### config.mk
export PLATFORM = sky130hd
export DESIGN_NAME = pio_output
export DESIGN_NICKNAME = d
export VERILOG_FILES = /design/src/common/pio_pkg.sv /design/src/logic/pio_output.sv
export SDC_FILE = /design/constraint.sdc
export NUM_CORES = 1
export LEC_CHECK = 0
export BUFFER_PORTS_ARGS = -buffer_cell sky130_fd_sc_hd__buf_2
export CAP_MARGIN = 20
export CORE_AREA = 2 2 240 242
export DETAILED_ROUTE_END_ITERATION = 12
export DIE_AREA = 0 0 242 244
export MAX_ROUTING_LAYER = met4
export PLACE_DENSITY = 0.35
export SETUP_SLACK_MARGIN = 0.2
export SLEW_MARGIN = 20
export SYNTH_ARGS = -nofsm -noshare
export SYNTH_HDL_FRONTEND = slang
export SYNTH_SLANG_ARGS = --single-unit
### constraint.sdc
create_clock -name vclk -period 2.1
set_input_delay 0.21 -clock vclk [all_inputs]
set_output_delay 0.21 -clock vclk [all_outputs]
set_load 0.005 [all_outputs]
### src/common/pio_pkg.sv
package pio_pkg;

  localparam int PIO_IMEM_DEPTH = 32; // Fixed by 5-bit address field

  // Host command codes
  typedef enum logic [3:0] {
    ACT_NOP         = 4'd0,
    ACT_WRITE_INSTR = 4'd1,
    ACT_SET_WRAP    = 4'd2,
    ACT_POP_RX      = 4'd3,
    ACT_PUSH_TX     = 4'd4,
    ACT_CONFIG_PINS = 4'd5,
    ACT_ENABLE      = 4'd6,
    ACT_CLKDIV      = 4'd7
  } pio_action_e;

  typedef enum logic [2:0] {
    OP_JMP      = 3'd0,
    OP_WAIT     = 3'd1, // No-op
    OP_IN       = 3'd2,
    OP_OUT      = 3'd3,
    OP_PUSHPULL = 3'd4,
    OP_MOV      = 3'd5, // No-op
    OP_IRQ      = 3'd6, // No-op
    OP_SET      = 3'd7
  } pio_opcode_e;

  typedef enum logic [2:0] {
    COND_ALWAYS   = 3'd0,
    COND_NOT_X    = 3'd1,
    COND_X_DEC    = 3'd2,
    COND_NOT_Y    = 3'd3,
    COND_Y_DEC    = 3'd4,
    COND_PIN      = 3'd6,
    COND_NOT_OSRE = 3'd7  // OSR not yet shifted empty
  } pio_jmp_cond_e;

  // Source of IN, destination of OUT and SET
  typedef enum logic [2:0] {
    DEST_PINS    = 3'd0,
    DEST_X       = 3'd1,
    DEST_Y       = 3'd2,
    DEST_PINDIRS = 3'd4
  } pio_dest_e;

  typedef struct packed {
    pio_opcode_e opcode;
    logic [4:0]  delay;
    logic [2:0]  arg;  // Condition, dest, or pull flag in bit 2
    logic [4:0]  data; // Address, bit count or SET value
  } pio_instr_t;

  typedef struct packed {
    logic [4:0] out_base;
    logic [5:0] out_count;
    logic [4:0] set_base;
    logic [2:0] set_count;
    logic [4:0] in_base;
    logic [4:0] jmp_pin;
  } pio_pin_cfg_t;

  typedef struct packed {
    pio_pin_cfg_t pins;
    logic [15:0]  div;
    logic [4:0]   wrap_start;
    logic [4:0]   wrap_end;
  } pio_sm_cfg_t;

  typedef struct packed {
    logic [31:0] out;
    logic [31:0] dir;
    logic [31:0] own;
  } pio_gpio_t;

endpackage

### src/logic/pio_output.sv
`timescale 1ns/100ps

module pio_output import pio_pkg::*; #(
  parameter int NUM_SM = 4
) (
  input  pio_gpio_t         gpio [NUM_SM],
  input  logic [31:0]       rx_rdata [NUM_SM],
  input  logic [NUM_SM-1:0] rx_empty,
  input  logic [NUM_SM-1:0] tx_empty,
  input  logic [NUM_SM-1:0] enable,
  input  logic [1:0]        mindex,
  output logic [31:0]       gpio_out,
  output logic [31:0]       gpio_dir,
  output logic [31:0]       dout,
  output logic              irq0,
  output logic              irq1
);

  always_comb begin
    gpio_out = '0;
    gpio_dir = '0;
    dout     = '0;
    // Later machines override earlier ones on shared pins
    for (int i = 0; i < NUM_SM; i++) begin
      gpio_out = (gpio_out & ~gpio[i].own) | (gpio[i].out & gpio[i].own);
      gpio_dir = (gpio_dir & ~gpio[i].own) | (gpio[i].dir & gpio[i].own);
      if (mindex == i && !rx_empty[i]) begin
        dout = rx_rdata[i];
      end
    end
  end

  assign irq0 = ~&rx_empty;            // Data waiting for host
  assign irq1 = |(tx_empty & enable);  // Running machine wants data

endmodule

==> reports/qor.yml, run 1 <==
placed_area_sq_um: 6930
ir_drop_uv: 141
seq_power_share: 0
coreArea_sq_um: 56200
nClkBuffers: 0
seq_cells: 0
port_buffers: 624
die_area_sq_um: 59000
wirelength_mm: 25.3
synth.largest_area_cell: "a21oi_1"
min_delay_path_depth: 3
p_sw_w: 0.000590
critPathMostFrequentCell: "buf_2"
grt_overflow: 0
cp-end-kind: "output port"
layout-drive-gt1-share: 0.568
synthCells: 510
critical_path_class: "in2out"
ff_latch_area_sq_um: 0
maxCapViolations: 0
path_cells: "buf_2 -> buf_4 -> a21bo_4 -> a22oi_1 -> buf_2"
cp-start-kind: "primary input"
max_stage_delay_ns: 0.40
die_x_microns: 242
outcome: "completed"
vias: 6528
cpMaxStageDelayCell: "a21bo_4"
period_share: 0.798
initial_core_util: 0.0513
wl_per_cell_microns: 13.4
grt_first_pass_wirelength_mm: 35.3
cp_max_fo: 32
drc: 0
p_per_area_nw_per_um2: 185
synth_top_area_frac: 0.222
grt_pass1_vias: 6490
tns_ns: 0
cts_resized: 0
p_comb_frac: 1.000
synthTopCellsByArea: "a21oi_1 (22%), a22o_1 (19%), a22oi_1 (17%)"
syn-mean-instance-area_sq_um: 5.65
worstPathRequired_ns: 1.89
ys_types: 18
antenna_found_initial: 10
power_switching_share: 0.458
period_minus_slack_ns: 1.68
grt.total_usage: 0.0773
hold_buffers: 0
dp.final_hpwl_mm: 23.2
intPower_w: 0.000697
dieHeight_microns: 244
setup_viol: 0
cts_setup_buffers: 0
synth.most_common_cell: "a21oi_1"
drt-initial-drc-count: 186
tightest_slew_ns: 0.465
leakage_nw: 3.82
rows: 87
worstPathArrival_ns: 1.47
final_nets: 1650
grt_start_max_net_pins: 33
yosys_warnings: 0
ys_seq_area_frac: 0
gp_congestion: 0.922
firstDrtPassIters: 4
final_cell_area_sq_um: 6940
syn-num-nets: 1036
finalHoldViolations: 0
rsz0062_at_grt: "no"
ant_nets: 0
syn_area_sq_um: 2880
hp-class: "in2out"
num_io_pins: 624
viasPerCell: 3.46
p_clk_frac: 0
relSlewSlack: 0.690
ys_top_cells_by_count: "a21oi_1 (128), a22oi_1 (65), nand2_1 (65)"
timing.fmax_mhz: 597
syn2layout_area_growth_pct: 141
finalMaxSlewViolations: 0
worst max-delay path: cells and delay by family:
family / cells / cell delay (ns)
compound gates: 2 / 0.65
buf+inv: 3 / 0.59
kinds of logic after synthesis:
kind of cell,synth area share
AOI/OAI and AO/OA,0.776
buffers and inverters,0.125
and+or+nand+nor,0.0989
power by group through the flow:
stage | registers, W | clock network, W | logic [W]
detailed placement | 0 | 0 | 0.00129
finish | 0 | 0.000000000448 | 0.00129
global route | 0 | 0.000000000447 | 0.00142
floorplan | 0 | 0 | 0.000442
global placement | 0 | 0 | 0.00130
CTS | 0 | 0 | 0.00129
cells in the final DEF, fill, tap and decap left out:
| cell type | netlist | final |
|---|---|---|
| a21bo_4 | 1 | 1 |
| a21oi_1 | 128 | 128 |
| a22o_1 | 64 | 64 |
| a22oi_1 | 65 | 65 |
| a22oi_2 | 1 | 1 |
| buf_12 | 0 | 1 |
| buf_2 | 9 | 624 |
| buf_4 | 0 | 8 |
| diode_2 | 0 | 7 |
| inv_1 | 64 | 64 |
| nand2_1 | 65 | 65 |
| nand2b_1 | 1 | 1 |
| nand4_1 | 1 | 1 |
| nor3_4 | 0 | 1 |
| nor3b_4 | 0 | 1 |
| o21ai_0 | 64 | 64 |
| o22ai_1 | 32 | 32 |
| or2_1 | 1 | 1 |
metrics by stage:
stage               total power [W]  hold WS (ns)  utilization  worst slack, ns  std cells
CTS                         0.00129         0.711        0.123            0.420       1878
floorplan                  0.000442         0.481            -            0.802        510
finish                      0.00129         0.707        0.124            0.424       1885
global placement            0.00130         0.713        0.123            0.388       1878
global route                0.00142         0.726        0.124            0.378       1885
detailed placement          0.00129         0.710        0.123            0.423       1878
per-layer routing:
layer | routed length, microns | GRT usage | up-vias
li1 | - | - | 3211
met1 | 8110 | 0.0692 | 2860
met2 | 13900 | 0.153 | 403
met3 | 1690 | 0.00955 | 54
met4 | 1600 | 0.0485 | 0
met5 | 0 | - | -
path summary, 6_finish.rpt:
path / start / end / slack [ns]
hold / removal: gpio[43] / gpio_dir[11] / 0.71
setup / recovery: mindex[1] / dout[15] / 0.42
layout make-up:
| class | instances | area [sq um] |
|---|---|---|
| timing repair buffer | 633 | 3200 |
| multi-input combinational | 425 | 2540 |
| antenna | 7 | 17.5 |
| inverter | 64 | 240 |
| tap | 756 | 946 |
| fill | 6647 | 49200 |
(Power assumes the default switching activity.)
==> run 2, diff against run 1 <==
--- a/config.mk
+++ b/config.mk
@@ -7,11 +7,11 @@
 export LEC_CHECK = 0
 export BUFFER_PORTS_ARGS = -buffer_cell sky130_fd_sc_hd__buf_2
 export CAP_MARGIN = 20
-export CORE_AREA = 2 2 240 242
+export CORE_AREA = 2 2 243 245
 export DETAILED_ROUTE_END_ITERATION = 12
-export DIE_AREA = 0 0 242 244
+export DIE_AREA = 0 0 245 247
 export MAX_ROUTING_LAYER = met4
-export PLACE_DENSITY = 0.35
+export PLACE_DENSITY = 0.36
 export SETUP_SLACK_MARGIN = 0.2
 export SLEW_MARGIN = 20
 export SYNTH_ARGS = -nofsm -noshare
==> constraint.sdc (replaced) <==
create_clock -name vclk -period 1.5
set_input_delay 0.15 -clock vclk [all_inputs]
set_output_delay 0.15 -clock vclk [all_outputs]
set_load 0.005 [all_outputs]
==> reports/qor.yml, run 2 (synthesis gave the netlist of run 1 again) <==
vias: 6739  # +3.2%
fill_cells: 6828  # +2.7%
viasPerCell: 3.49  # +0.83%
timing.fmax_mhz: 658
leakage_nw: 4.03  # +5.6%
fin_ws_ns: -0.0208  # -0.445 ns
critPathBufInv: 4  # +1
placed_area_sq_um: 7140  # +3.1%
outcome: "complete, but fails checks"
rows: 89  # +2.3%
p_per_area_nw_per_um2: 272  # +47%
nClkBuffers: 0  # unchanged
seq_power_share: 0  # unchanged
gp_congestion: 0.967  # +4.9%
final_common_cell: "buf_2"
cpMaxStageDelayCell: "or2_4"
final_cell_area_sq_um: 7600  # +9.4%
p_comb_frac: 1.000  # about the same
dr_wl_met3_mm: 2.24  # +33%
worstPathArrival_ns: 1.37  # -0.10 ns
drt-initial-drc-count: 141  # -24%
maxCapViolations: 0  # unchanged
rsz0062_at_grt: "yes"
seq_cells: 0  # unchanged
num_io_pins: 624  # unchanged
cp-start-kind: "primary input"
wl_met2_mm: 15.2  # +9.1%
max_stage_delay_ns: 0.28  # -0.12 ns
setup_viol: 2  # +2
finalMaxSlewViolations: 0  # unchanged
hp-start: "gpio[62]"
grt_pass1_vias: 6628  # +2.1%
drc: 0  # unchanged
worstPathRequired_ns: 1.35  # -0.54 ns
ff_latch_area_sq_um: 0  # unchanged
cp-end-kind: "output port"
relSlewSlack: 0.734  # +0.0436
violations: "negative setup slack"
final_nets: 1678  # +1.7%
finalPower_w: 0.00207  # +61%
initial_core_util: 0.0495  # -0.00183
ir_drop_uv: 140  # -0.70%
wl_met1_mm: 7.98  # -1.5%
grt_first_pass_wirelength_mm: 36.6  # +3.7%
grt.total_usage: 0.0814  # +0.00419
grt_start_max_net_pins: 32  # -3.0%
antenna_found_initial: 10  # unchanged
grt_overflow: 0  # unchanged
hp-class: "in2out"
die_area_sq_um: 60500  # +2.5%
intPower_w: 0.00112  # +61%
port_buffers: 624  # unchanged
ant_nets: 0  # unchanged
cp_top_family: "buffers and inverters"
p_sw_w: 0.000951  # +61%
wirelength_mm: 27.5  # +8.6%
syn2layout_area_growth_pct: 163
min_delay_path_depth: 3  # unchanged
dp.final_hpwl_mm: 24.7  # +6.4%
highest_layer: "met4"
cp_max_fo: 7  # -78%
tns_ns: -0.0276  # -0.0276 ns
power_switching_share: 0.459  # +0.000906
period_share: 1.01
tightest_slew_ns: 0.399  # -0.0654 ns
p_clk_frac: 0  # unchanged
dieHeight_microns: 247  # +1.2%
die_x_microns: 245  # +1.2%
utilization: 0.130  # +0.00686
firstDrtPassIters: 4  # unchanged
layout_common_cells: "buf_2 (618), a21oi_1 (128), nand2_1 (65)"
path_cells: "buf_6 -> or2_4 -> a21bo_4 -> buf_12 -> a22oi_1 -> buf_4 -> buf_2"
layout-drive-gt1-share: 0.615  # +0.0470
finalHoldViolations: 0  # unchanged
critical_path_class: "in2out"
period_minus_slack_ns: 1.52
multi_input_area_sq_um: 2770  # +9.2%
wl_per_cell_microns: 14.2  # +6.1%
coreArea_sq_um: 58200  # +3.7%
hold_path_end: "gpio_dir[30]"
hold_ws_ns: 0.585  # -0.122 ns
## run 2: cell count changes in the layout (fill, tap and decap cells not counted), moves of 2 or more
cell / previous run / this run
buf_4: 8 / 17
a22oi_1: 65 / 31
o22ai_2: 0 / 4
buf_12: 1 / 8
o22ai_1: 32 / 26
o22ai_4: 0 / 2
a22oi_2: 1 / 35
buf_8: 0 / 2
buf_6: 0 / 15
buf_2: 624 / 618
## run 2: layout make-up
cell class                 count  share of cell area
antenna                        7             0.00231
multi-input combinational    425               0.364
inverter                      64              0.0316
timing repair buffer         661               0.474
tap                          773               0.127
## run 2: worst min-delay path, cell delays in order
cell and delay (ns):
buf_2 0.07, a22o_1 0.11, buf_2 0.10
## run 2: layer usage
layer  vias to the layer above  GRT usage
met1                      2918     0.0629
met5                         -          -
met4                         0     0.0547
met3                        81     0.0124
met2                       476      0.171
li1                       3264          -
## run 2: what timing repair did
item	4_1_cts	5_1_grt
pin swaps	13	14
hold buffers	0	0
gates cloned	0	1
endpoints found under the hold margin	0	0
gates resized for setup	44	24
setup endpoints to repair	32	32
buffers inserted	8	2
## run 2: per-stage QoR
stage	cells	setup slack [ns]
final	1930	-0.0208
after global routing	1930	-0.0365
after CTS	1920	0.00356
after detailed placement	1912	-0.157
after global placement	1912	-0.146
after floorplan	510	0.322
## run 2: worst max path at each step
| stage | cells past startpoint | startpoint | slack, ns | endpoint |
|---|---|---|---|---|
| floorplan | 5 | mindex[0] | 0.32 | dout[21] |
| global placement | 6 | mindex[0] | -0.15 | dout[23] |
| detailed placement | 6 | mindex[0] | -0.16 | dout[23] |
| CTS | 7 | rx_empty[2] | 0.004 | dout[12] |
| global route | 9 | mindex[0] | -0.04 | dout[24] |
| finish | 7 | rx_empty[2] | -0.02 | dout[24] |
## run 2: power groups by stage
stage,Clock (W),Sequential [W],Combinational [W]
6_report,0.000000000624,0,0.00207
5_1_grt,0.000000000624,0,0.00225
4_1_cts,0,0,0.00203
3_5_place_dp,0,0,0.00192
3_3_place_gp,0,0,0.00192
2_1_floorplan,0,0,0.000618
