### src/common/pio_pkg.sv
package pio_pkg;

  localparam int PIO_IMEM_DEPTH = 32; // Fixed by 5-bit address field

  // Host command codes
  typedef enum logic [3:0] {
    ACT_NOP         = 4'd0,
    ACT_WRITE_INSTR = 4'd1,
    ACT_SET_WRAP    = 4'd2,
    ACT_POP_RX      = 4'd3,
    ACT_PUSH_TX     = 4'd4,
    ACT_CONFIG_PINS = 4'd5,
    ACT_ENABLE      = 4'd6,
    ACT_CLKDIV      = 4'd7
  } pio_action_e;

  typedef enum logic [2:0] {
    OP_JMP      = 3'd0,
    OP_WAIT     = 3'd1, // No-op
    OP_IN       = 3'd2,
    OP_OUT      = 3'd3,
    OP_PUSHPULL = 3'd4,
    OP_MOV      = 3'd5, // No-op
    OP_IRQ      = 3'd6, // No-op
    OP_SET      = 3'd7
  } pio_opcode_e;

  typedef enum logic [2:0] {
    COND_ALWAYS   = 3'd0,
    COND_NOT_X    = 3'd1,
    COND_X_DEC    = 3'd2,
    COND_NOT_Y    = 3'd3,
    COND_Y_DEC    = 3'd4,
    COND_PIN      = 3'd6,
    COND_NOT_OSRE = 3'd7  // OSR not yet shifted empty
  } pio_jmp_cond_e;

  // Source of IN, destination of OUT and SET
  typedef enum logic [2:0] {
    DEST_PINS    = 3'd0,
    DEST_X       = 3'd1,
    DEST_Y       = 3'd2,
    DEST_PINDIRS = 3'd4
  } pio_dest_e;

  typedef struct packed {
    pio_opcode_e opcode;
    logic [4:0]  delay;
    logic [2:0]  arg;  // Condition, dest, or pull flag in bit 2
    logic [4:0]  data; // Address, bit count or SET value
  } pio_instr_t;

  typedef struct packed {
    logic [4:0] out_base;
    logic [5:0] out_count;
    logic [4:0] set_base;
    logic [2:0] set_count;
    logic [4:0] in_base;
    logic [4:0] jmp_pin;
  } pio_pin_cfg_t;

  typedef struct packed {
    pio_pin_cfg_t pins;
    logic [15:0]  div;
    logic [4:0]   wrap_start;
    logic [4:0]   wrap_end;
  } pio_sm_cfg_t;

  typedef struct packed {
    logic [31:0] out;
    logic [31:0] dir;
    logic [31:0] own;
  } pio_gpio_t;

endpackage

### src/pio/pio_machine.sv
`timescale 1ns/100ps

module pio_machine import pio_pkg::*; (
  input  logic        clk,
  input  logic        reset,
  input  logic        enable,
  input  pio_sm_cfg_t cfg,
  input  logic [31:0] gpio_in,
  output logic [4:0]  pc,
  input  pio_instr_t  instr,
  input  logic [31:0] tx_rdata,
  input  logic        tx_empty,
  output logic        tx_pop,
  output logic [31:0] rx_wdata,
  input  logic        rx_full,
  output logic        rx_push,
  output pio_gpio_t   gpio
);

  typedef enum logic [1:0] {
    DISABLED,
    RUN,
    DELAY
  } sm_state_e;

  sm_state_e   state;
  logic [15:0] div_cnt;
  logic [4:0]  delay_cnt;
  logic [5:0]  osr_cnt;  // Bits shifted out since last PULL
  logic [31:0] x, y, isr, osr;

  logic        tick, exec, stall, jump, jmp_cond;
  logic        is_pull, is_push;
  logic [5:0]  bit_cnt;
  logic [6:0]  osr_sum;
  logic [31:0] out_data, in_data;
  logic [31:0] pin_val, pin_mask;
  logic        wr_pins, wr_dirs;
  pio_dest_e   dest;

  function automatic logic [31:0] low_mask(input logic [5:0] n);
    return ~(32'hffff_ffff << n);
  endfunction

  function automatic logic [31:0] rotl(input logic [31:0] v, input logic [4:0] s);
    logic [63:0] t;
    t = {v, v} << s;
    return t[63:32];
  endfunction

  function automatic logic [31:0] rotr(input logic [31:0] v, input logic [4:0] s);
    logic [63:0] t;
    t = {v, v} >> s;
    return t[31:0];
  endfunction

  assign tick    = enable && (state != DISABLED) && (div_cnt >= cfg.div);
  assign exec    = tick && (state == RUN);
  assign dest    = pio_dest_e'(instr.arg);
  assign bit_cnt = (instr.data == 5'd0) ? 6'd32 : {1'b0, instr.data};
  assign is_pull = (instr.opcode == OP_PUSHPULL) && instr.arg[2];
  assign is_push = (instr.opcode == OP_PUSHPULL) && !instr.arg[2];
  assign stall   = (is_pull && tx_empty) || (is_push && rx_full); // Blocking retry
  assign tx_pop  = exec && is_pull && !tx_empty;
  assign rx_push = exec && is_push && !rx_full;
  assign rx_wdata = isr;

  assign out_data = osr & low_mask(bit_cnt);
  assign osr_sum  = osr_cnt + bit_cnt;

  always_comb begin
    case (pio_jmp_cond_e'(instr.arg))
      COND_ALWAYS:   jmp_cond = 1'b1;
      COND_NOT_X:    jmp_cond = (x == '0);
      COND_X_DEC:    jmp_cond = (x != '0);
      COND_NOT_Y:    jmp_cond = (y == '0);
      COND_Y_DEC:    jmp_cond = (y != '0);
      COND_PIN:      jmp_cond = gpio_in[cfg.pins.jmp_pin];
      COND_NOT_OSRE: jmp_cond = (osr_cnt < 6'd32);
      default:       jmp_cond = 1'b0;
    endcase
  end
  assign jump = (instr.opcode == OP_JMP) && jmp_cond;

  always_comb begin
    case (dest)
      DEST_PINS: in_data = rotr(gpio_in, cfg.pins.in_base);
      DEST_X:    in_data = x;
      DEST_Y:    in_data = y;
      default:   in_data = '0;
    endcase
  end

  // Pin field placement, wrapping past bit 31
  always_comb begin
    if (instr.opcode == OP_OUT) begin
      pin_val  = rotl(out_data, cfg.pins.out_base);
      pin_mask = rotl(low_mask(cfg.pins.out_count), cfg.pins.out_base);
    end else begin
      pin_val  = rotl({27'd0, instr.data}, cfg.pins.set_base);
      pin_mask = rotl(low_mask({3'd0, cfg.pins.set_count}), cfg.pins.set_base);
    end
    wr_pins = exec && (instr.opcode inside {OP_OUT, OP_SET}) && (dest == DEST_PINS);
    wr_dirs = exec && (instr.opcode inside {OP_OUT, OP_SET}) && (dest == DEST_PINDIRS);
  end

  always_ff @(posedge clk) begin
    if (reset) begin
      state     <= DISABLED;
      pc        <= '0;
      div_cnt   <= '0;
      delay_cnt <= '0;
      osr_cnt   <= 6'd32;
      gpio      <= '0;
    end else begin
      case (state)
        DISABLED: begin
          if (enable) begin
            state     <= RUN;
            pc        <= cfg.wrap_start;
            div_cnt   <= '0;
            delay_cnt <= '0;
          end
        end
        default: begin
          if (!enable) begin
            state <= DISABLED;
          end else begin
            div_cnt <= tick ? '0 : div_cnt + 16'd1;
            if (tick && state == DELAY) begin
              delay_cnt <= delay_cnt - 5'd1;
              if (delay_cnt == 5'd1) state <= RUN;
            end else if (exec && !stall) begin
              if (jump) pc <= instr.data;
              else if (pc == cfg.wrap_end) pc <= cfg.wrap_start;
              else pc <= pc + 5'd1;
              if (instr.delay != '0) begin
                state     <= DELAY;
                delay_cnt <= instr.delay;
              end
            end
          end
        end
      endcase
      if (exec && instr.opcode == OP_OUT) begin
        osr_cnt <= (osr_sum > 7'd32) ? 6'd32 : osr_sum[5:0];
      end
      if (tx_pop) osr_cnt <= '0;
      if (wr_pins) begin
        gpio.out <= (gpio.out & ~pin_mask) | (pin_val & pin_mask);
        gpio.own <= gpio.own | pin_mask;
      end
      if (wr_dirs) begin
        gpio.dir <= (gpio.dir & ~pin_mask) | (pin_val & pin_mask);
        gpio.own <= gpio.own | pin_mask;
      end
    end
  end

  // Data path registers
  always_ff @(posedge clk) begin
    if (exec) begin
      case (instr.opcode)
        OP_JMP: begin
          if (pio_jmp_cond_e'(instr.arg) == COND_X_DEC) x <= x - 32'd1;
          if (pio_jmp_cond_e'(instr.arg) == COND_Y_DEC) y <= y - 32'd1;
        end
        OP_IN:  isr <= (isr << bit_cnt) | (in_data & low_mask(bit_cnt));
        OP_OUT: begin
          osr <= osr >> bit_cnt;
          if (dest == DEST_X) x <= out_data;
          if (dest == DEST_Y) y <= out_data;
        end
        OP_PUSHPULL: begin
          if (tx_pop) osr <= tx_rdata;
          if (rx_push) isr <= '0;
        end
        OP_SET: begin
          if (dest == DEST_X) x <= {27'd0, instr.data};
          if (dest == DEST_Y) y <= {27'd0, instr.data};
        end
        default: ;
      endcase
    end
  end

  // The FIFOs flag their own limits
  a_fifo_limits: assert property (
    @(posedge clk) disable iff (reset)
    !(tx_pop && tx_empty) && !(rx_push && rx_full)
  ) else $error("pio_machine: FIFO strobe against flag");

endmodule

### config.mk
export PLATFORM = sky130hd
export DESIGN_NAME = pio_machine
export DESIGN_NICKNAME = d
export VERILOG_FILES = /design/src/common/pio_pkg.sv /design/src/pio/pio_machine.sv
export SDC_FILE = /design/constraint.sdc
export NUM_CORES = 1
export LEC_CHECK = 0
export ABC_AREA = 1
export BUFFER_PORTS_ARGS = -buffer_cell sky130_fd_sc_hd__buf_2
export CAP_MARGIN = 20
export CORE_UTILIZATION = 44
export DETAILED_ROUTE_END_ITERATION = 12
export SLEW_MARGIN = 10
export SYNTH_ARGS = -nofsm -noshare
export SYNTH_HDL_FRONTEND = slang
export SYNTH_SLANG_ARGS = --single-unit
### constraint.sdc
create_clock -name clk -period 5.9 [get_ports clk]
set_input_delay 0.295 -clock clk [delete_from_list [all_inputs] [get_ports clk]]
set_output_delay 0.295 -clock clk [all_outputs]
set_load 0.01 [all_outputs]
==> metrics.cfg <==
[sta]
fin_crit_ns=3.431
tightest_slew_ns=1.025
slew_headroom_pct=31.49
drv_slew=0
rsz0062_at_grt=no
fmax_mhz=291.5
layout_setup_ws_ns=2.469
setup_viol=0
min_period_over_period_pct=58.15
finalClockSkew_ns=0.04060
finalHoldViolations=0
finalSetupTns_ns=0

[worst_setup_path]
reg2reg_slack_ns=2.47
cp.required_ns=6.16
timing.rr.end=osr[26]
crit_path_end_kind=register
path_cells=ha_1, nand2_1, inv_1, nand3_1, nor3_2, nand3_1, nand3_2, nand2_1, inv_2, nand2_1, nor2_2, clkinv_1, nand2_1, buf_4
cp_max_fo=17
start_kind=register
critPathArrivalTime_ns=3.69
crit_top_cell=nand2_1
cp-endpoint=osr[26]
regToRegStartpoint=div_cnt[15]
reg2reg_depth=14
slowest_delay_ns=0.68
crit_slowest_cell=nand2_1
critPathKind=reg -> reg
crit_path_start=div_cnt[15]

[grt]
grt_pass1_vias=25860
grt_pass1_wl_um=157000
grtUsageTotal_pct=35.78
antenna_found_initial=0
grt_max_degree=69
grt-ovfl-total=0

[final_layout]
syn2layout_area_growth_pct=11.47
diodes=0
stdcell_area_um2=27350
layout.nets=4395
drive_gt1_share_pct=10.89
instances_no_fill=5000

[routing]
maxUsedRoutingLayer=met4
wl_um=103300
drc=0
vias_per_cell=5.780
wl_per_cell_um=20.67
drt_first_iter_violations=3670
met2WireLength_um=43890
drt-met1-wl_um=45100
vias=28900
drtAntennaViolNets=0
wl_met3_um=10490
drt_pre_antenna_iters=9

[synth]
synth_fa_ha_area_share_pct=1.377
yosysTopAreaCellShare_pct=18.74
synth_top_family_by_area=simple AND/OR/NAND/NOR gates
synth_area_leaders=nand2_1, edfxtp_1, nand3_1
synth_area_leader_cell=nand2_1
ys_ff_latch=258
yosys.area_share.simple_pct=43.11
synth-xor-area-share_pct=2.142
syn-instance-count=4118
avgSynthCellArea_um2=5.957
muxShareOfSynthArea_pct=1.964
synth.yosys.seq_area_share_pct=26.28
synth_area_um2=24530
synth_cell_types=65
synth_edf_count=128
ys_warn_count=0
synth_compound_gate_area_share_pct=15.38
ys.flop_type=dfxtp_1
postSynth.asyncResetShare_pct=0
syn_nets=4285

[clock_network]
cts_htree_levels=2
hold_buffers=2
cts_sinks=258
post-cts-setup-buffers=0
cts_resized=0
clock_latency_ns=0.58
clock_path_buffers=3
clock-root-buffer=clkbuf_16
cts_tree=done
clkTransAtPathRegs_ns=0.06
cts_made_buffers=34

[power]
p_sw_share_pct=34.85
p_total_uw=5575
p_leak_uw=0.01269
switching_power_uw=1943
power_frac_seq_pct=34.6
p_int_uw=3632
ir_drop_uv=179.1
comb_power_share_pct=25.1
power.density_nw_per_um2=203.9
p_clk_share_pct=40.3

[die]
num_rows=86
die_area_um2=56700
die_w_um=238.1
start_util_pct=44.53
die_y_um=238.1
pin_count=275
core_um2=55090

[placed_design]
gp_congestion=1.013
pre_cts_slack_ns=2.317
placed_cell_area_um2=26150
dp_cells=4937
hpwl_um=78550
portBuffers=274

[run_status]
status=finished, final reports clean

[hold_path]
hold_path_class=in -> reg

[run]
cap_violations=0

## stage by stage
stage | utilization, % | hold slack (ns)
after floorplan | - | 0.4491
after global placement | 47.46 | 0.4367
after detailed placement | 47.46 | 0.4381
after CTS | 49.60 | 0.001079
after global routing | 49.63 | 0.02542
final | 49.63 | 0.009208
## cell type report
cell class                      instances  area (um2)
Fill cell                            5983       27750
Tap cell                              748       935.9
Inverter                              362        1359
Clock inverter                         19       247.7
Multi-Input combinational cell       3259       15770
Timing Repair Buffer                  313        1682
Sequential cell                       258        6446
Clock buffer                           41       908.4
## layer usage
layer,track usage [%],vias to the layer above
met5,0,-
met4,13.25,0
met3,5.831,221
met2,53.64,1550
met1,51.26,13130
li1,-,14010
## worst min-delay path by stage
stage,slack (ns),to,startpoint,cells past startpoint
finish,0.009,osr[20],tx_rdata[20],3
CTS,0.001,osr[20],tx_rdata[20],3
floorplan,0.45,osr_cnt[4],osr_cnt[4],2
detailed placement,0.44,gpio[10],gpio[10],2
global route,0.03,osr[20],tx_rdata[20],3
global placement,0.44,gpio[12],gpio[12],2
## placed cells by master (no fill, tap or decap), types with 26 or more instances in the layout
master,synthesis,routed
xor2_1,51,51
dfxtp_1,130,130
a21oi_1,139,139
nand2_1,1225,1225
o21ai_1,40,40
nor3_1,26,26
buf_2,61,274
ha_1,27,27
edfxtp_1,128,128
o211ai_1,27,27
clkbuf_16,0,35
buf_4,8,36
mux2i_1,47,47
inv_1,331,330
nand3_1,757,757
nor2_1,355,350
o21ai_0,321,321
inv_2,25,26
## cell families after synthesis
group                    after synthesis
XOR/XNOR                              60
AO/OA/AOI/OAI                        665
flip-flops                           258
AND/OR/NAND/NOR                     2459
multiplexers                          48
adder cells (fa/ha/maj)               27
buffers and inverters                601
## cells in the mapped netlist (6+ instances only)
cell      instances
o21ai_0         321
xnor2_1           9
buf_2            61
nor4_1            7
a32oi_1           7
o31ai_1           6
o22ai_1          24
nor2_2           14
inv_1           331
mux2i_1          47
o221ai_1         15
buf_4             8
or2_2             7
clkbuf_1        107
clkinv_1          6
o21a_1            7
nand2_1        1225
o211ai_1         27
nor2_1          355
o21ai_1          40
a22o_1           10
ha_1             27
inv_2            25
nand4_1          24
nand2_2           6
nand3_2          15
xor2_1           51
dfxtp_1         130
nor3_1           26
nand3_1         757
nor3_2            7
buf_1            59
a22oi_1          15
edfxtp_1        128
a21oi_1         139
a31oi_1          16
## worst max-delay path, delay by kind of cell, from the launching register on
kind	cells	cell delay (ns)
simple gates	9	1.69
fa+ha+maj	1	0.30
flops	1	0.34
buf+inv	4	0.80
## power by group through the flow
| stage | clock [uW] | sequential [uW] | combinational (uW) |
|---|---|---|---|
| 3_3_place_gp | 0 | 1970 | 1360 |
| 2_1_floorplan | 0 | 1960 | 944 |
| 4_1_cts | 2260 | 1930 | 1360 |
| 6_report | 2250 | 1930 | 1400 |
| 5_1_grt | 2310 | 1930 | 1540 |
| 3_5_place_dp | 0 | 1970 | 1350 |
Note: power is estimated with default switching activity, not from simulation.
