$ cat src/common/pio_pkg.sv
package pio_pkg;

  localparam int PIO_IMEM_DEPTH = 32; // Fixed by 5-bit address field

  // Host command codes
  typedef enum logic [3:0] {
    ACT_NOP         = 4'd0,
    ACT_WRITE_INSTR = 4'd1,
    ACT_SET_WRAP    = 4'd2,
    ACT_POP_RX      = 4'd3,
    ACT_PUSH_TX     = 4'd4,
    ACT_CONFIG_PINS = 4'd5,
    ACT_ENABLE      = 4'd6,
    ACT_CLKDIV      = 4'd7
  } pio_action_e;

  typedef enum logic [2:0] {
    OP_JMP      = 3'd0,
    OP_WAIT     = 3'd1, // No-op
    OP_IN       = 3'd2,
    OP_OUT      = 3'd3,
    OP_PUSHPULL = 3'd4,
    OP_MOV      = 3'd5, // No-op
    OP_IRQ      = 3'd6, // No-op
    OP_SET      = 3'd7
  } pio_opcode_e;

  typedef enum logic [2:0] {
    COND_ALWAYS   = 3'd0,
    COND_NOT_X    = 3'd1,
    COND_X_DEC    = 3'd2,
    COND_NOT_Y    = 3'd3,
    COND_Y_DEC    = 3'd4,
    COND_PIN      = 3'd6,
    COND_NOT_OSRE = 3'd7  // OSR not yet shifted empty
  } pio_jmp_cond_e;

  // Source of IN, destination of OUT and SET
  typedef enum logic [2:0] {
    DEST_PINS    = 3'd0,
    DEST_X       = 3'd1,
    DEST_Y       = 3'd2,
    DEST_PINDIRS = 3'd4
  } pio_dest_e;

  typedef struct packed {
    pio_opcode_e opcode;
    logic [4:0]  delay;
    logic [2:0]  arg;  // Condition, dest, or pull flag in bit 2
    logic [4:0]  data; // Address, bit count or SET value
  } pio_instr_t;

  typedef struct packed {
    logic [4:0] out_base;
    logic [5:0] out_count;
    logic [4:0] set_base;
    logic [2:0] set_count;
    logic [4:0] in_base;
    logic [4:0] jmp_pin;
  } pio_pin_cfg_t;

  typedef struct packed {
    pio_pin_cfg_t pins;
    logic [15:0]  div;
    logic [4:0]   wrap_start;
    logic [4:0]   wrap_end;
  } pio_sm_cfg_t;

  typedef struct packed {
    logic [31:0] out;
    logic [31:0] dir;
    logic [31:0] own;
  } pio_gpio_t;

endpackage

$ cat src/pio/pio_control.sv
`timescale 1ns/100ps

module pio_control import pio_pkg::*; #(
  parameter int NUM_SM = 4
) (
  input  logic              clk,
  input  logic              reset,
  input  pio_action_e       action,
  input  logic [1:0]        mindex,
  input  logic [4:0]        index,
  input  logic [31:0]       din,
  input  logic [4:0]        pc [NUM_SM],
  output pio_instr_t        instr [NUM_SM],
  output pio_sm_cfg_t       sm_cfg [NUM_SM],
  output logic [NUM_SM-1:0] enable,
  output logic [NUM_SM-1:0] tx_push,
  output logic [NUM_SM-1:0] rx_pop
);

  pio_instr_t imem [PIO_IMEM_DEPTH]; // Shared by all machines

  always_ff @(posedge clk) begin
    if (action == ACT_WRITE_INSTR) begin
      imem[index] <= pio_instr_t'(din[15:0]);
    end
  end

  // One read port per machine, same cycle
  always_comb begin
    for (int i = 0; i < NUM_SM; i++) begin
      instr[i] = imem[pc[i]];
    end
  end

  always_ff @(posedge clk) begin
    if (reset) begin
      enable <= '0;
      for (int i = 0; i < NUM_SM; i++) begin
        sm_cfg[i]                <= '0;
        sm_cfg[i].pins.set_count <= 3'd1;
      end
    end else begin
      if (action == ACT_ENABLE) begin
        enable <= din[NUM_SM-1:0];
      end
      for (int i = 0; i < NUM_SM; i++) begin
        if (mindex == i) begin
          case (action)
            ACT_SET_WRAP: begin
              sm_cfg[i].wrap_end   <= index;
              sm_cfg[i].wrap_start <= din[4:0];
            end
            ACT_CONFIG_PINS: sm_cfg[i].pins <= pio_pin_cfg_t'(din[28:0]);
            ACT_CLKDIV:      sm_cfg[i].div  <= din[15:0];
            default: ;
          endcase
        end
      end
    end
  end

  // FIFO strobes, dropped by the FIFO when full or empty
  always_comb begin
    for (int i = 0; i < NUM_SM; i++) begin
      tx_push[i] = (action == ACT_PUSH_TX) && (mindex == i);
      rx_pop[i]  = (action == ACT_POP_RX) && (mindex == i);
    end
  end

  // A machine-addressed command must name a machine that exists
  a_mindex_range: assert property (
    @(posedge clk) disable iff (reset)
    action inside {ACT_SET_WRAP, ACT_POP_RX, ACT_PUSH_TX, ACT_CONFIG_PINS, ACT_CLKDIV}
      |-> (mindex < NUM_SM)
  ) else $error("pio_control: mindex %0d out of range", mindex);

endmodule

$ cat config.mk
export PLATFORM = sky130hd
export DESIGN_NAME = pio_control
export DESIGN_NICKNAME = d
export VERILOG_FILES = /design/src/common/pio_pkg.sv /design/src/pio/pio_control.sv
export SDC_FILE = /design/constraint.sdc
export NUM_CORES = 1
export LEC_CHECK = 0
export BUFFER_PORTS_ARGS = -buffer_cell sky130_fd_sc_hd__buf_2
export CAP_MARGIN = 20
export CORE_ASPECT_RATIO = 0.7
export CORE_MARGIN = 8
export CORE_UTILIZATION = 30
export CTS_BUF_LIST = sky130_fd_sc_hd__clkbuf_2
export DETAILED_ROUTE_END_ITERATION = 6
export GPL_ROUTABILITY_DRIVEN = 1
export SYNTH_ARGS = -nofsm -noshare
export SYNTH_HDL_FRONTEND = slang
export SYNTH_SLANG_ARGS = --single-unit
$ cat constraint.sdc
create_clock -name clk -period 3.09 [get_ports clk]
set_input_delay 0.618 -clock clk [delete_from_list [all_inputs] [get_ports clk]]
set_output_delay 0.618 -clock clk [all_outputs]
set_load 0.1 [all_outputs]
==> reports/summary.txt, run 1 <==
==================================================================================================
Maximum clock frequency                                                                    259 MHz
Total power draw                                                                           22.7 mW
Via count                                                                                    37.7k
Worst vdd ir                                                                                364 uV
Leading cell types by total area after synthesis                                      sky130_fd_sc_hd__edfxtp_1, sky130_fd_sc_hd__mux2i_1, sky130_fd_sc_hd__dfxtp_1, sky130_fd_sc_hd__nand2_1, sky130_fd_sc_hd__a22oi_1
Kind of path behind the tightest hold check                                                 in2reg
Slew @ Worst Pin                                                                           1.12 ns
Post-detailed-route DRC marker count                                                             0
Final Max Tran Viols                                                                             0
Fraction of power spent switching nets                                                       0.349
Initial antenna violation count                                                                 19
Critical path fanouts, max                                                                       4
Total negative slack for setup checks                                                    -41.38 ns
Die extent in y                                                                             326 um
Final standard cell area without fillers                                                54200 um^2
Final RePlAce weighted congestion                                                            0.947
Most common cell after layout, fill and taps aside                                    sky130_fd_sc_hd__mux2i_1
Total placed cells including tap cells                                                        6106
Layout overhead on the synthesized area                                                      31.8%
LEAKAGE                                                                                    21.6 nW
Reg-to-reg critical path startpoint                                                    sm_cfg[218]
Maximum level of the CTS H-tree                                                                  4
Clock network fraction of design power                                                       0.304
Final hold vios                                                                                  0
Number of nets still failing antenna checks after routing                                        0
Proportion of power drawn by combinational gates                                             0.230
Proportion of layout cells with a drive suffix above 1                                       0.274
I/O pin cnt                                                                                    361
CP Data Arrival Time                                                                       3.25 ns
Cell area after placement                                                               49600 um^2
Required time at the worst-slack endpoint                                                  2.47 ns
Total global routing track utilization                                                       0.239
Worst setup slack before clock tree synthesis                                            -0.293 ns
Number of detailed-routing iterations run before antenna repair                                  6
Critical path startpoint                                                                imem[2][9]
Combined area of all synthesized cells                                                  41100 um^2
Worst Setup Start Kind                                                                    register
Initial drt markers                                                                           5158
Maximum number of pins on one net before global-route repair                                    85
Minimum clock period                                                                       3.86 ns
Worst-case register-to-register setup slack                                                1.87 ns
Setup repair after global routing missed its margin                                            yes
Leading cell types in the layout, fill and taps excluded                              sky130_fd_sc_hd__mux2i_1, sky130_fd_sc_hd__nand2_1, sky130_fd_sc_hd__edfxtp_1
Crit end category                                                                     primary output
Worst clock skew                                                                              0 ns
Cells after synthesis                                                                         3854
Part of the cycle the worst path needs                                                        1.25
Run status                                                                            finished, violations left
Reg power frac                                                                               0.465
Number of cells traversed by the worst register-to-register path                                 3
Average vias per placed instance                                                              5.80
Pwr/cell area                                                                          419 nW/um^2
CTS sink count                                                                                 736
Total Die Area                                                                         149000 um^2
Global-route wire length before repair                                                      265 mm
Internal cell power                                                                        14.8 mW
Wire per inst                                                                              29.1 um
Remaining max-slew budget at the tightest pin                                                0.255
FF+latch count, synth                                                                          736
Dominant cell type by area after synthesis                                            sky130_fd_sc_hd__edfxtp_1
Worst hold path startpoint                                                               mindex[0]
Number of placement rows                                                                       113
Final setup violation count                                                                     64
Final global-route overflow total                                                                0
Routed wire length                                                                          189 mm
End of the worst register-to-register path                                             sm_cfg[218]
Clock transition time at the flip-flop clock pins of the worst setup and hold paths        0.12 ns
Final-stage net count                                                                         4593
Inserted Clock Buffers                                                                         181
Number of distinct library cells after synthesis                                                29
Number of violations of the max-capacitance limit                                                0
Number of global-route vias before repair                                                    36.3k
Port-buffer cells                                                                              357
TritonCTS clock tree                                                                           yes
HPWL Detailed                                                                               126 mm
Maximum clock insertion buffer count                                                             3
Top-area cell type share of the netlist area                                                 0.374
Critical Path Sink                                                                       instr[25]
Placeable core area                                                                    136000 um^2
Violated checks                                                                       setup timing
Share of the yosys chip area belonging to registers                                          0.483
Cell at the root of the clock tree                                                    sky130_fd_sc_hd__clkbuf_2
Mean instance size in the synthesized netlist                                            10.7 um^2
Clk_lat worst skew                                                                         1.52 ns
Syn. warnings                                                                                    0
Post-synth net total                                                                          3919
Width of the die                                                                            459 um
Final setup margin                                                                       -0.773 ns
Layout Cells excl Fill                                                                        6506
Effective utilization at floorplan                                                           0.303
Switching component of the power                                                           7.94 mW
WS Path Type                                                                               reg2out
==================================================================================================
cell usage after synthesis:
library cell / n
sky130_fd_sc_hd__nor4_1: 1
sky130_fd_sc_hd__a22o_1: 128
sky130_fd_sc_hd__a31oi_1: 64
sky130_fd_sc_hd__nor2_1: 70
sky130_fd_sc_hd__clkbuf_1: 144
sky130_fd_sc_hd__or3b_2: 1
sky130_fd_sc_hd__buf_2: 172
sky130_fd_sc_hd__or3b_4: 1
sky130_fd_sc_hd__nor3_2: 2
sky130_fd_sc_hd__buf_1: 14
sky130_fd_sc_hd__or2_2: 5
sky130_fd_sc_hd__or3_1: 3
sky130_fd_sc_hd__nand3b_1: 8
sky130_fd_sc_hd__edfxtp_1: 512
sky130_fd_sc_hd__a22oi_1: 256
sky130_fd_sc_hd__nand2b_1: 11
sky130_fd_sc_hd__nand2b_4: 1
sky130_fd_sc_hd__inv_1: 1
sky130_fd_sc_hd__dfxtp_1: 224
sky130_fd_sc_hd__nor2b_1: 10
sky130_fd_sc_hd__nor3_1: 67
sky130_fd_sc_hd__nand2_1: 533
sky130_fd_sc_hd__mux2i_1: 1038
sky130_fd_sc_hd__and2_1: 4
sky130_fd_sc_hd__a21oi_1: 334
sky130_fd_sc_hd__buf_4: 22
sky130_fd_sc_hd__nor3b_1: 1
sky130_fd_sc_hd__nand4_1: 64
sky130_fd_sc_hd__nand3_1: 163
kinds of logic (layout without fill, tap and decap cells):
family                 after synthesis  in the layout  share of synthesized area
buffers and inverters              353           1158                     0.0395
multiplexers                      1038           1038                      0.253
other                                0              7                          0
AO/OA/AOI/OAI                      782            782                      0.124
flip-flops                         736            736                      0.483
AND/OR/NAND/NOR                    945            945                      0.101
per-stage QoR:
stage,util,hold slack [ns]
after floorplan,-,0.717
after global placement,0.365,0.438
after detailed placement,0.365,0.443
after CTS,0.397,0.0380
after global routing,0.399,0.0988
final,0.399,0.179
registers in the layout, summed over array words and instances, names as in the netlist:
signal  flops
sm_cfg    220
enable      4
imem      512
how the worst min path moves through the flow:
| stage | endpoint | cells after the start |
|---|---|---|
| 2_1_floorplan | imem[0][0] | 0 |
| 3_3_place_gp | sm_cfg[173] | 2 |
| 3_5_place_dp | sm_cfg[176] | 2 |
| 4_1_cts | imem[23][14] | 3 |
| 5_1_grt | sm_cfg[63] | 6 |
| 6_report | sm_cfg[179] | 6 |
area by class of cell:
| type | instances | area [um^2] |
|---|---|---|
| Antenna cell | 7 | 17.5 |
| Clock buffer | 252 | 1260 |
| Clock inverter | 62 | 392 |
| Fill cell | 13000 | 81700 |
| Inverter | 1 | 3.75 |
| Multi-Input combinational cell | 2765 | 21700 |
| Sequential cell | 736 | 19900 |
| Tap cell | 1840 | 2300 |
| Timing Repair Buffer | 843 | 8710 |
layer usage:
layer | GRT usage | share of wire | vias up
li1 | - | - | 16000
met1 | 0.320 | 0.40 | 18500
met2 | 0.345 | 0.41 | 2706
met3 | 0.100 | 0.15 | 506
met4 | 0.0834 | 0.038 | 4
met5 | 0 | 0.00017 | -
timing repair:
item / 4_1_cts / 5_1_grt
hold endpoints to repair: 1244 / 1
pin swaps: 124 / 82
setup endpoints to repair: 279 / 72
hold buffers: 86 / 2
buffers inserted: 10 / 12
gates resized for setup: 442 / 48
cloned: 0 / 0
worst max-delay path, cell delays in order (launching register included):
cell and delay, ns:
sky130_fd_sc_hd__edfxtp_1 0.47, sky130_fd_sc_hd__mux2i_1 0.25, sky130_fd_sc_hd__a22o_1 0.20, sky130_fd_sc_hd__nor3_2 0.06, sky130_fd_sc_hd__a31oi_1 0.21, sky130_fd_sc_hd__buf_4 0.21, sky130_fd_sc_hd__nand3_4 0.09, sky130_fd_sc_hd__buf_12 0.18
power by group through the flow:
stage	logic (mW)	clock network (mW)	registers [mW]
floorplan	2.48	0	11.0
global placement	4.76	0	10.8
detailed placement	4.78	0	10.8
CTS	5.11	7.03	10.6
global route	5.33	7.52	10.6
finish	5.24	6.91	10.6
Note: power is estimated with default switching activity, not from simulation.
==> inputs of run 2 (changes only) <==
Settings changed: MAX_ROUTING_LAYER set to met4.
Clock period 3.09 ns to 3.3 ns, I/O delays scaled along.
==> reports/summary.txt, run 2 (synthesis results as in run 1) <==
==================================================================================================
Critical path fanouts, max                                                                       4
Number of detailed-routing iterations run before antenna repair                                  6
Switching component of the power                                                           7.23 mW
Placeable core area                                                                    136000 um^2
Pwr/cell area                                                                          404 nW/um^2
Maximum level of the CTS H-tree                                                                  4
Hold Slack                                                                                0.254 ns
Number of nets still failing antenna checks after routing                                        0
Crit end category                                                                     primary output
Initial antenna violation count                                                                 17
Post-detailed-route DRC marker count                                                             0
CTS sink count                                                                                 736
Final hold vios                                                                                  0
End-of-flow core utilization                                                                 0.383
Port-buffer cells                                                                              357
Worst clock skew                                                                              0 ns
Most common cell after layout, fill and taps aside                                    sky130_fd_sc_hd__mux2i_1
Run status                                                                            finished, violations left
Required time at the worst-slack endpoint                                                  2.64 ns
Total Die Area                                                                         149000 um^2
Part of the cycle the worst path needs                                                        1.18
Proportion of layout cells with a drive suffix above 1                                       0.249
Worst setup slack before clock tree synthesis                                            0.0312 ns
Slew @ Worst Pin                                                                           1.15 ns
Final-stage net count                                                                         4464
Initial drt markers                                                                           5009
Register with the highest flop count                                                          imem
Effective utilization at floorplan                                                           0.303
TritonCTS clock tree                                                                           yes
Routed wire length                                                                          181 mm
Number of violations of the max-capacitance limit                                                0
Die extent in y                                                                             326 um
Reg power frac                                                                               0.471
Width of the die                                                                            459 um
Final Max Tran Viols                                                                             0
I/O pin cnt                                                                                    361
Final setup margin                                                                       -0.582 ns
WS Path Type                                                                               reg2out
Total global routing track utilization                                                       0.234
Remaining max-slew budget at the tightest pin                                                0.235
Number of global-route vias before repair                                                    35.7k
Worst Setup Start Kind                                                                    register
Average vias per placed instance                                                              5.80
Number of fillers in the final layout                                                        13.3k
Proportion of power drawn by combinational gates                                             0.214
Fraction of power spent switching nets                                                       0.344
Layout overhead on the synthesized area                                                      26.5%
Number of placement rows                                                                       113
Maximum clock frequency                                                                    258 MHz
Total placed cells including tap cells                                                        5972
LEAKAGE                                                                                    20.8 nW
Flip-flop count of the largest register, all copies and words added                            512
Maximum clock insertion buffer count                                                             3
HPWL Detailed                                                                               117 mm
Inserted Clock Buffers                                                                         186
Clock transition time at the flip-flop clock pins of the worst setup and hold paths        0.13 ns
Kind of path behind the tightest hold check                                                 in2reg
CP Data Arrival Time                                                                       3.22 ns
Final global-route overflow total                                                                0
Clk_lat worst skew                                                                         1.59 ns
Maximum number of pins on one net before global-route repair                                    78
Cell at the root of the clock tree                                                    sky130_fd_sc_hd__clkbuf_2
Total power draw                                                                           21.0 mW
Worst vdd ir                                                                                251 uV
Violated checks                                                                       setup timing
Internal cell power                                                                        13.8 mW
Minimum clock period                                                                       3.88 ns
Global-route wire length before repair                                                      253 mm
Final RePlAce weighted congestion                                                            0.936
Largest registers ranked by flip-flop count                                           imem: 512 flops, sm_cfg: 220 flops, enable: 4 flops
Final setup violation count                                                                     64
Clock network fraction of design power                                                       0.314
Layout Cells excl Fill                                                                        6395
Via count                                                                                    37.1k
Leading cell types in the layout, fill and taps excluded                              sky130_fd_sc_hd__mux2i_1, sky130_fd_sc_hd__nand2_1, sky130_fd_sc_hd__edfxtp_1
Wire per inst                                                                              28.3 um
Setup repair after global routing missed its margin                                            yes
==================================================================================================
[run 2: worst paths after layout]
| check | cells past startpoint | to | startpoint | slack, ns |
|---|---|---|---|---|
| worst min-delay path | 6 | sm_cfg[187] | mindex[0] | 0.25 |
| worst min register to register | 2 | sm_cfg[52] | sm_cfg[52] | 0.46 |
| worst max-delay path | 6 | instr[26] | imem[2][10] | -0.58 |
| worst max register to register | 3 | sm_cfg[46] | sm_cfg[46] | 2.10 |
[run 2: metrics by stage]
stage | area, um^2 | TNS (ns)
2_1_floorplan | 41100 | 0
3_5_place_dp | 48000 | 0
3_3_place_gp | 48000 | 0
4_1_cts | 51600 | -43.81
5_1_grt | 52000 | -42.49
6_report | 52000 | -30.10
[run 2: layout make-up]
type	instances	area (um^2)	area share
antenna	14	35.0	0.000673
clock buffer	264	1320	0.0254
clock inverter	66	380	0.00731
inverter	1	3.75	0.0000721
multi-input combinational	2765	21000	0.404
sequential	736	19900	0.382
tap	1840	2300	0.0442
timing repair buffer	709	7110	0.137
[run 2: power groups by stage]
stage / Sequential, mW / Combinational [mW] / Clock (mW)
floorplan: 10.3 / 2.27 / 0
global placement: 10.1 / 4.14 / 0
detailed placement: 10.1 / 4.16 / 0
CTS: 9.91 / 4.37 / 6.76
global route: 9.91 / 4.58 / 7.18
finish: 9.91 / 4.51 / 6.61
[run 2: metal layers]
layer / track usage / vias up / part of all wire
met5: - / - / 0
met3: 0.0672 / 574 / 0.12
met2: 0.330 / 2643 / 0.42
met1: 0.309 / 18100 / 0.41
met4: 0.110 / 0 / 0.051
li1: - / 15800 / -
[run 2: worst max-delay path: stages, from the launching register on]
cell and delay (ns):
sky130_fd_sc_hd__edfxtp_1 0.44, sky130_fd_sc_hd__mux2i_1 0.21, sky130_fd_sc_hd__a22o_1 0.20, sky130_fd_sc_hd__nor3_2 0.06
sky130_fd_sc_hd__a31oi_2 0.33, sky130_fd_sc_hd__nand3_2 0.19, sky130_fd_sc_hd__buf_12 0.21
[run 2: repair_timing]
item	CTS	global route
pin swaps	69	118
setup buffers	1	1
hold buffers	84	0
gates resized for setup	276	60
cloned	0	0
endpoints found under the setup margin	202	64
endpoints found under the hold margin	1237	0
